`src/hw/ijtcPkg.sv`:
```
// shared widths, types and structs for the indirect-jump target predictor, imported by every RTL module
`default_nettype none

package ijtcPkg;

    // ------------------------------------------------------------
    // widths
    // ------------------------------------------------------------

    // instruction address width
    parameter int ADDR_W = 32;
    // slots per 16-byte fetch group
    parameter int SLOTS = 4;
    // widest history the types can hold
    parameter int MAX_HIST = 8;
    // lowest address bit of the group index
    parameter int GROUP_LSB = 4;
    // invalid entry predicts slot address plus this
    parameter int FALLBACK_OFS = 8;

    // ------------------------------------------------------------
    // plain vector types
    // ------------------------------------------------------------

    // virtual address
    typedef logic [ADDR_W-1:0] addr_t;
    // history snapshot, only low HIST_BITS bits in use
    typedef logic [MAX_HIST-1:0] hist_t;
    // slot number inside a fetch group, address bits 3:2
    typedef logic [1:0] slotIdx_t;

    // back-end update kind
    typedef enum logic [1:0] {
        UPD_NONE   = 2'd0,
        UPD_DIRECT = 2'd1,
        UPD_REPAIR = 2'd2
    } updAction_e;

    // ------------------------------------------------------------
    // bundles
    // ------------------------------------------------------------

    // one update from the back end, valid for a single cycle
    typedef struct packed {
        updAction_e action;
        hist_t      checkpoint;
        addr_t      errAddr;
        logic       taken;
        addr_t      target;
    } updateReq_t;

    // lookup result, slot 0 in the low target word
    typedef struct packed {
        addr_t [SLOTS-1:0] targets;
        logic  [SLOTS-1:0] hit;
        hist_t             checkpoint;
    } predBundle_t;

endpackage

`default_nettype wire

```
`src/hw/historyRegister.sv`:
```
// global history register, shifted by direct updates and restored by repairs, feeds the table index
`default_nettype none

module historyRegister #(
    parameter int HIST_BITS = 4
) (
    input  wire logic           clk,
    input  wire logic           reset_ghr,
    input  ijtcPkg::updateReq_t updReq_i,
    output ijtcPkg::hist_t      hist_o
);
    import ijtcPkg::*;

    // keeps only the live history bits
    localparam hist_t HIST_MASK = hist_t'((1 << HIST_BITS) - 1);

    // ------------------------------------------------------------
    // next-state decode
    // ------------------------------------------------------------

    hist_t histQ;
    hist_t histD;
    hist_t shifted;
    logic  histLoad;

    // direction enters at bit 0, oldest bit drops off the top
    assign shifted = ((histQ << 1) | hist_t'(updReq_i.taken)) & HIST_MASK;

    // action is one enum value, so repair and direct never overlap
    always_comb begin
        histD    = histQ;
        histLoad = 1'b0;
        case (updReq_i.action)
            UPD_DIRECT: begin
                histD    = shifted;
                histLoad = 1'b1;
            end
            UPD_REPAIR: begin
                // back to the snapshot taken at prediction time
                histD    = updReq_i.checkpoint & HIST_MASK;
                histLoad = 1'b1;
            end
            default: begin
                histD    = histQ;
                histLoad = 1'b0;
            end
        endcase
    end

    // ------------------------------------------------------------
    // register
    // ------------------------------------------------------------

    always_ff @(posedge clk) begin
        if (reset_ghr) begin
            histQ <= '0;
        end else if (histLoad) begin
            histQ <= histD;
        end
    end

    // upper bits stay zero by the mask
    assign hist_o = histQ;

endmodule

`default_nettype wire

```
`config.mk`:
```
export PLATFORM = sky130hd
export DESIGN_NAME = historyRegister
export DESIGN_NICKNAME = d
export VERILOG_FILES = /design/src/hw/ijtcPkg.sv /design/src/hw/historyRegister.sv
export SDC_FILE = /design/constraint.sdc
export NUM_CORES = 1
export LEC_CHECK = 0
export BUFFER_PORTS_ARGS = -buffer_cell sky130_fd_sc_hd__buf_2
export CORE_MARGIN = 2
export CORE_UTILIZATION = 16
export CTS_BUF_LIST = sky130_fd_sc_hd__clkbuf_4
export DETAILED_ROUTE_END_ITERATION = 10
export PLACE_DENSITY = 0.9
export RECOVER_POWER = 25
export SYNTH_ARGS = -nofsm -noshare
export SYNTH_HDL_FRONTEND = slang
export SYNTH_SLANG_ARGS = --single-unit
```
`constraint.sdc`:
```
create_clock -name clk -period 0.8 [get_ports clk]
set_input_delay 0.04 -clock clk [delete_from_list [all_inputs] [get_ports clk]]
set_output_delay 0.04 -clock clk [all_outputs]
set_load 0.02 [all_outputs]
```
* Word-level counts from Yosys, hierarchy flattened
Cells that the tools add are included.
** Word-level totals
- Register bits after elaboration :: 8
- Input bits :: 77
- Output and inout bits :: 8
- Logic and storage cells :: 9
** Operators by class
- Eq/ne operators :: 2
- Mux-type cells :: 2
- Bitwise operators :: 1
- Reduce and logical (&&, ||, !) cells :: 3
** Operators with widths (number)
- $pmux 8 s2 :: 1
- $or 4x1->4 :: 1
- $eq 2x1->1 const B :: 1
- $eq 2x2->1 const B :: 1
- $reduce_and 2->1 :: 1
- $reduce_bool 2->1 :: 1
- $reduce_or 2->1 :: 1
- $mux 1 :: 1

* Longest topological paths before layout
Gate-level depths: netlist (run 1).
- Depth in word-level cells :: 4
- Gate-level depth with buffers :: 5
- Depth with buffers taken out :: 4

* Worst setup path after synthesis (run 1)
Ideal clock, no wire load.
- Kind :: register to register
- Start :: register histQ[0] (netlist: hist_o[0])
- End :: register histQ[1] (netlist: hist_o[1])
- Setup time :: 0.086 ns
- Data arrival time :: 0.735 ns
- Data required time :: 0.714 ns
- Slack :: -0.020 ns
- Cell stages (with the launch flop) :: 3
- Buffers on the path :: 0
- Clock period less this slack :: 0.820 ns
- Path through :: dfxtp_1 mux2i_1 a211oi_1
** Between the ends
- Longest elaborated chain between the ends :: 2
** RTL lines
- from (decl) :: RTL line historyRegister.sv:21 : hist_t histQ;
- from (signal assigned) :: RTL line historyRegister.sv:58 : histQ <= histD;
- $or 4x1->4 :: RTL line historyRegister.sv:27 : assign shifted = ((histQ << 1) | hist_t'(updReq_i.taken)) & HIST_MASK;
- $pmux 8 s2 :: RTL line historyRegister.sv:33 : case (updReq_i.action)
No other way between the ends. The select of a mux whose other input is x is not followed.
A chain may end at the register's enable or synchronous reset.

* Worst setup path after layout (run 1)
- Start :: register histQ[0] (netlist: hist_o[0])
- End :: output hist_o[0]
** RTL lines
- to (decl) :: RTL line historyRegister.sv:10 : output ijtcPkg::hist_t hist_o
No word-level cell between the ends.

==> out/metrics.cfg, run 1 <==
[logic_synthesis]
ys_seq_area_share_pct = 34.22
synth_warnings = 0
syn_inst = 25
avgSynthCellArea_um2 = 9.359
ys_types = 9
syn_area_um2 = 234.0
synth_seq_cells = 4

[setup_path]
rrSetupSlack_ns = 0.06
max_stage_delay_ns = 0.33
crit_path_max_fanout = 3
reg2reg_from = hist_o[1]$_SDFFE_PP0P_
critPathRequiredTime_ns = 0.76
endpoint = hist_o[0]
crit_start = hist_o[0]$_SDFFE_PP0P_
critPathArrivalTime_ns = 0.73
rr_worst_depth = 2
r2r-end = hist_o[2]$_SDFFE_PP0P_
crit_chain = buf_2
worst-path-buf-inv = 1
worstSetupPathType = reg -> out
crit_slowest_cell = dfxtp_2
start_kind = flip-flop
cp-end-kind = output pin
critical_path.top_delay_family = flip-flops
cp.depth = 1

[drt]
wl_um = 591
top_layer = met3
via_per_inst = 3.925
wl_met3_um = 46
drc = 0
wl_per_cell_um = 11.15
dr.pass1.iters = 1
wl_met1_um = 245
routed-wl-met2_um = 299
drt_iter0_drc = 0
ant_nets = 0
num_vias = 208

[place]
postPlaceCellArea_um2 = 292.8
hpwlAfterDp_um = 478
post-place-ws_ns = -0.1229
gp_congestion = 0.8374
port_buffers = 12

[final_layout]
area_growth_pct = 35.83
n_antenna_cell = 0
largest_reg_flops = 4
final_common_cell = buf_2
fill_cells = 152
fin_nets = 118
layout_common_cells = 11 x buf_2, 4 x mux2i_1, 4 x nor2b_1, 4 x a211oi_1, 4 x conb_1
final_area_um2 = 317.8
final_layout_size_suffix_gt1_share_pct = 47.37

[global_route]
grt_usage_pct = 7.476
grt_max_degree = 6
gr-total-overflow = 0
grt_antenna_before_repair = 0
grt_pass1_wl_um = 897
grt_pass1_vias = 216

[flow_run]
maxCapViolCount = 0

[cts]
clk_latency_ns = 0.24
cts_htree_levels = 1
cts_tree = built
root_buffer = clkbuf_4
cts_buffers = 3
path_clk_slew_ns = 0.04
clock_sinks = 4
cts_buffer_depth = 2
cts_setup_buffers = 0
cts_hold_buf = 0

[floorplan]
die_area_um2 = 1784
rows = 13
die_x_um = 42.24
initial_core_util_pct = 17.54
coreArea_um2 = 1334
die_y_um = 42.24
ios = 85

[sta]
grt_setup_unrepaired = false
finalCritPeriodShare_pct = 95.99
fin_ws_ns = 0.03211
max_freq_ghz = 1.302
skew_ns = 0.001602
setup_violations = 0
hold_viol = 0
fin_crit_ns = 0.7679
drv_slew = 0

[pwr]
power_density_nw_per_um2 = 2074
vdd_drop_max_mv = 0.6691
clockPowerShare_pct = 39.3
p_sw_share_pct = 30.15
internal-power_uw = 460.4
p_seq_share_pct = 36.5
p_leak_nw = 0.1590
power_frac_comb_pct = 24.2
switchingPower_uw = 198.7

[hold_path]
hold_path.class = in -> reg

[outcome]
status = completed

[per-layer routing]
metal  up-vias  track usage, %
met3         0           4.741
met2         8           10.15
li1        102               -
met4         0           9.375
met1        98           6.667
met5         -               0
[stage by stage]
step / setup TNS (ns) / utilization, % / power (mW) / std cells / hold slack [ns]
6_report: 0 / 23.83 / 0.6591 / 53 / 0.01781
5_1_grt: 0 / 23.83 / 0.6998 / 53 / 0.01769
4_1_cts: 0 / 23.64 / 0.6730 / 53 / 0.009595
3_5_place_dp: -0.4471 / 21.95 / 0.3997 / 50 / 0.2639
3_3_place_gp: -0.3468 / 21.95 / 0.3967 / 50 / 0.2510
2_1_floorplan: 0 / - / 0.3596 / 28 / 0.1053
[cells in the mapped netlist, drive strengths merged]
master | number | area, um^2
nor2b | 4 | 25.02
dfxtp | 4 | 80.08
clkbuf | 1 | 5.000
buf | 4 | 30.03
a211oi | 4 | 30.03
inv | 2 | 7.510
ha | 1 | 12.51
mux2i | 4 | 40.04
conb | 1 | 3.750
[cell families after synthesis]
family | Yosys count | synth area share [%]
buffers and inverters | 7 | 18.18
AOI/OAI and AO/OA | 4 | 12.83
muxes | 4 | 17.11
and+or+nand+nor | 4 | 10.69
DFF | 4 | 34.23
adders and majority gates | 1 | 5.347
other | 1 | 1.603
[power by group through the flow]
stage	Sequential, mW	Combinational (mW)	Clock (mW)
after global placement	0.243	0.154	0
after global routing	0.241	0.175	0.284
after detailed placement	0.243	0.157	0
after floorplan	0.267	0.0924	0
after CTS	0.240	0.158	0.276
final	0.240	0.159	0.259
[how the worst min path moves through the flow]
stage / from / to / cells past startpoint
2_1_floorplan: reset_ghr / hist_o[0]$_SDFFE_PP0P_ / 1
6_report: reset_ghr / hist_o[1]$_SDFFE_PP0P_ / 2
3_5_place_dp: reset_ghr / hist_o[1]$_SDFFE_PP0P_ / 2
5_1_grt: reset_ghr / hist_o[2]$_SDFFE_PP0P_ / 2
3_3_place_gp: reset_ghr / hist_o[0]$_SDFFE_PP0P_ / 2
4_1_cts: reset_ghr / hist_o[1]$_SDFFE_PP0P_ / 2
[area by class of cell]
cell class	count	area, um^2	share of cell area, %
repair buffers	12	62.56	19.69
well taps	15	18.77	5.906
inverters	2	7.507	2.362
flip-flops and latches	4	83.83	26.38
clock buffers	3	22.52	7.087
multi-input cells	17	122.6	38.58
[what timing repair did]
action,in CTS,in global routing
setup endpoints to repair,0,1
hold endpoints to repair,0,0
gates resized for setup,0,1
Power figures use the tool's default switching activity.
==> inputs of run 2 (changes only) <==
==> constraint.sdc (replaced) <==
create_clock -name clk -period 0.8 [get_ports clk]
set_input_delay 0.16 -clock clk [delete_from_list [all_inputs] [get_ports clk]]
set_output_delay 0.16 -clock clk [all_outputs]
set_load 0.02 [all_outputs]
==> run 2 against run 1 <==
Net effect: clock skew about the same; combinational power rose by 42%; sequential share of layout area decreased by 4.7 points; the flow now finishes with violations (setup timing); critical path type unchanged.
==> out/metrics.cfg, run 2 (synthesis results as in run 1) <==
[setup_path]
worstSetupPathType = reg -> out
crit_slowest_cell = dfxtp_2
crit_path_max_fanout = 2  ; -1
reg2reg_from = hist_o[2]$_SDFFE_PP0P_
critical_path.top_delay_family = flip-flops
critPathRequiredTime_ns = 0.64  ; -0.12 ns
crit_chain = buf_6
cp-end-kind = output pin
critPathArrivalTime_ns = 0.67  ; -0.06 ns
start_kind = flip-flop
crit_start = hist_o[3]$_SDFFE_PP0P_
worst-path-buf-inv = 1  ; unchanged
max_stage_delay_ns = 0.31  ; -0.02 ns

[drt]
wl_per_cell_um = 9.404  ; -16%
ant_nets = 0  ; unchanged
num_vias = 209  ; +0.48%
drt_iter0_drc = 0  ; unchanged
wl_um = 536  ; -9.3%
via_per_inst = 3.667  ; -6.6%
dr.pass1.iters = 1  ; unchanged
drc = 0  ; unchanged

[pwr]
p_seq_share_pct = 33.5  ; -3.0 points
p_leak_nw = 0.1853  ; +17%
clockPowerShare_pct = 34.8  ; -4.5 points
internal-power_uw = 514.4  ; +12%
p_sw_share_pct = 27.98  ; -2.2 points
switchingPower_uw = 199.9  ; +0.58%
vdd_drop_max_mv = 0.7466  ; +12%
power_frac_comb_pct = 31.7  ; +7.5 points
power_density_nw_per_um2 = 1824  ; -12%
finalPower_uw = 714.3  ; +8.4%

[sta]
fin_ws_ns = -0.02946  ; -0.06157 ns
drv_slew = 0  ; unchanged
setup_violations = 4  ; +4
grt_setup_unrepaired = true
hold_viol = 0  ; unchanged
finalCritPeriodShare_pct = 103.7  ; +7.7 points
fin_crit_ns = 0.8295  ; +0.06157 ns
skew_ns = 0.001965  ; +0.0003627 ns
max_freq_ghz = 1.206  ; -7.4%

[floorplan]
ios = 85  ; unchanged
die_x_um = 42.24  ; unchanged
die_y_um = 42.24  ; unchanged
initial_core_util_pct = 17.54  ; unchanged
rows = 13  ; unchanged
coreArea_um2 = 1334  ; unchanged
die_area_um2 = 1784  ; unchanged

[flow_run]
maxCapViolCount = 0  ; unchanged

[final_layout]
largest_reg_flops = 4  ; unchanged
instances_no_fill = 57  ; +7.5%
final_area_um2 = 391.6  ; +23%
final_common_cell = buf_2
final_layout_size_suffix_gt1_share_pct = 59.52  ; +12 points
n_antenna_cell = 0  ; unchanged
fin_nets = 122  ; +3.4%
final_util_pct = 29.36  ; +5.5 points
area_growth_pct = 67.38

[outcome]
violations = setup timing
status = complete, but fails checks

[cts]
cts_tree = built
cts_htree_levels = 1  ; unchanged
clk_latency_ns = 0.23  ; about the same
root_buffer = clkbuf_4
cts_hold_buf = 0  ; unchanged
cts_buffer_depth = 2  ; unchanged
path_clk_slew_ns = 0.04  ; about the same
clock_sinks = 4  ; unchanged
cts_buffers = 3  ; unchanged

[place]
dp_cells = 50  ; unchanged
gp_congestion = 0.8678  ; +3.6%
port_buffers = 12  ; unchanged
postPlaceCellArea_um2 = 309.0  ; +5.6%

[global_route]
grt_antenna_before_repair = 0  ; unchanged
grt_usage_pct = 6.321  ; -1.2 points
grt_pass1_vias = 188  ; -13%
grt_pass1_wl_um = 800  ; -11%
grt_max_degree = 6  ; unchanged
gr-total-overflow = 0  ; unchanged

[hold_path]
hold_path.class = in -> reg
min_from = reset_ghr

==> run 2: layer usage <==
metal	vias to the layer above	part of all wire [%]	track usage (%)	routed length, um
met5	-	0	0	0
met4	0	3.2	7.500	17
met3	2	5.4	1.293	29
met2	10	45	8.923	241
met1	87	46	7.143	247
li1	110	-	-	-
==> run 2: repair_timing <==
| item | CTS | global route |
|---|---|---|
| gates cloned | 0 | 0 |
| setup endpoints to repair | 4 | 7 |
| buffers inserted | 4 | 0 |
| gates resized for setup | 12 | 0 |
==> run 2: power groups by stage <==
stage          clock, mW  sequential, mW  combinational, mW
2_1_floorplan          0           0.264              0.104
3_3_place_gp           0           0.240              0.166
3_5_place_dp           0           0.239              0.168
4_1_cts            0.259           0.240              0.227
5_1_grt            0.273           0.242              0.243
6_report           0.248           0.239              0.226
==> run 2: final cells by class <==
type / count / area (um^2)
fill: 145 / 942.2
sequential: 4 / 85.08
inverter: 2 / 15.01
clock buffer: 3 / 22.52
multi-input combinational: 17 / 135.1
timing repair buffer: 16 / 115.1
tap: 15 / 18.77
==> run 2: final timing paths <==
check / endpoint / slack (ns) / cells after the start
setup / recovery: hist_o[3] / -0.03 / 1
hold / removal: hist_o[3]$_SDFFE_PP0P_ / 0.13 / 2
setup reg to reg: hist_o[3]$_SDFFE_PP0P_ / 0.01 / 3
hold reg to reg: hist_o[3]$_SDFFE_PP0P_ / 0.62 / 3
==> run 2: per-stage QoR <==
step                      setup TNS [ns]  worst slack [ns]  hold slack (ns)
final                            -0.1123          -0.02946           0.1338
after global routing             -0.2631          -0.05325           0.1378
after CTS                        -0.1464          -0.03788           0.1241
after detailed placement         -0.6241           -0.1646           0.3813
after global placement           -0.5850           -0.1544           0.3712
after floorplan                 -0.03132          -0.01038           0.2328
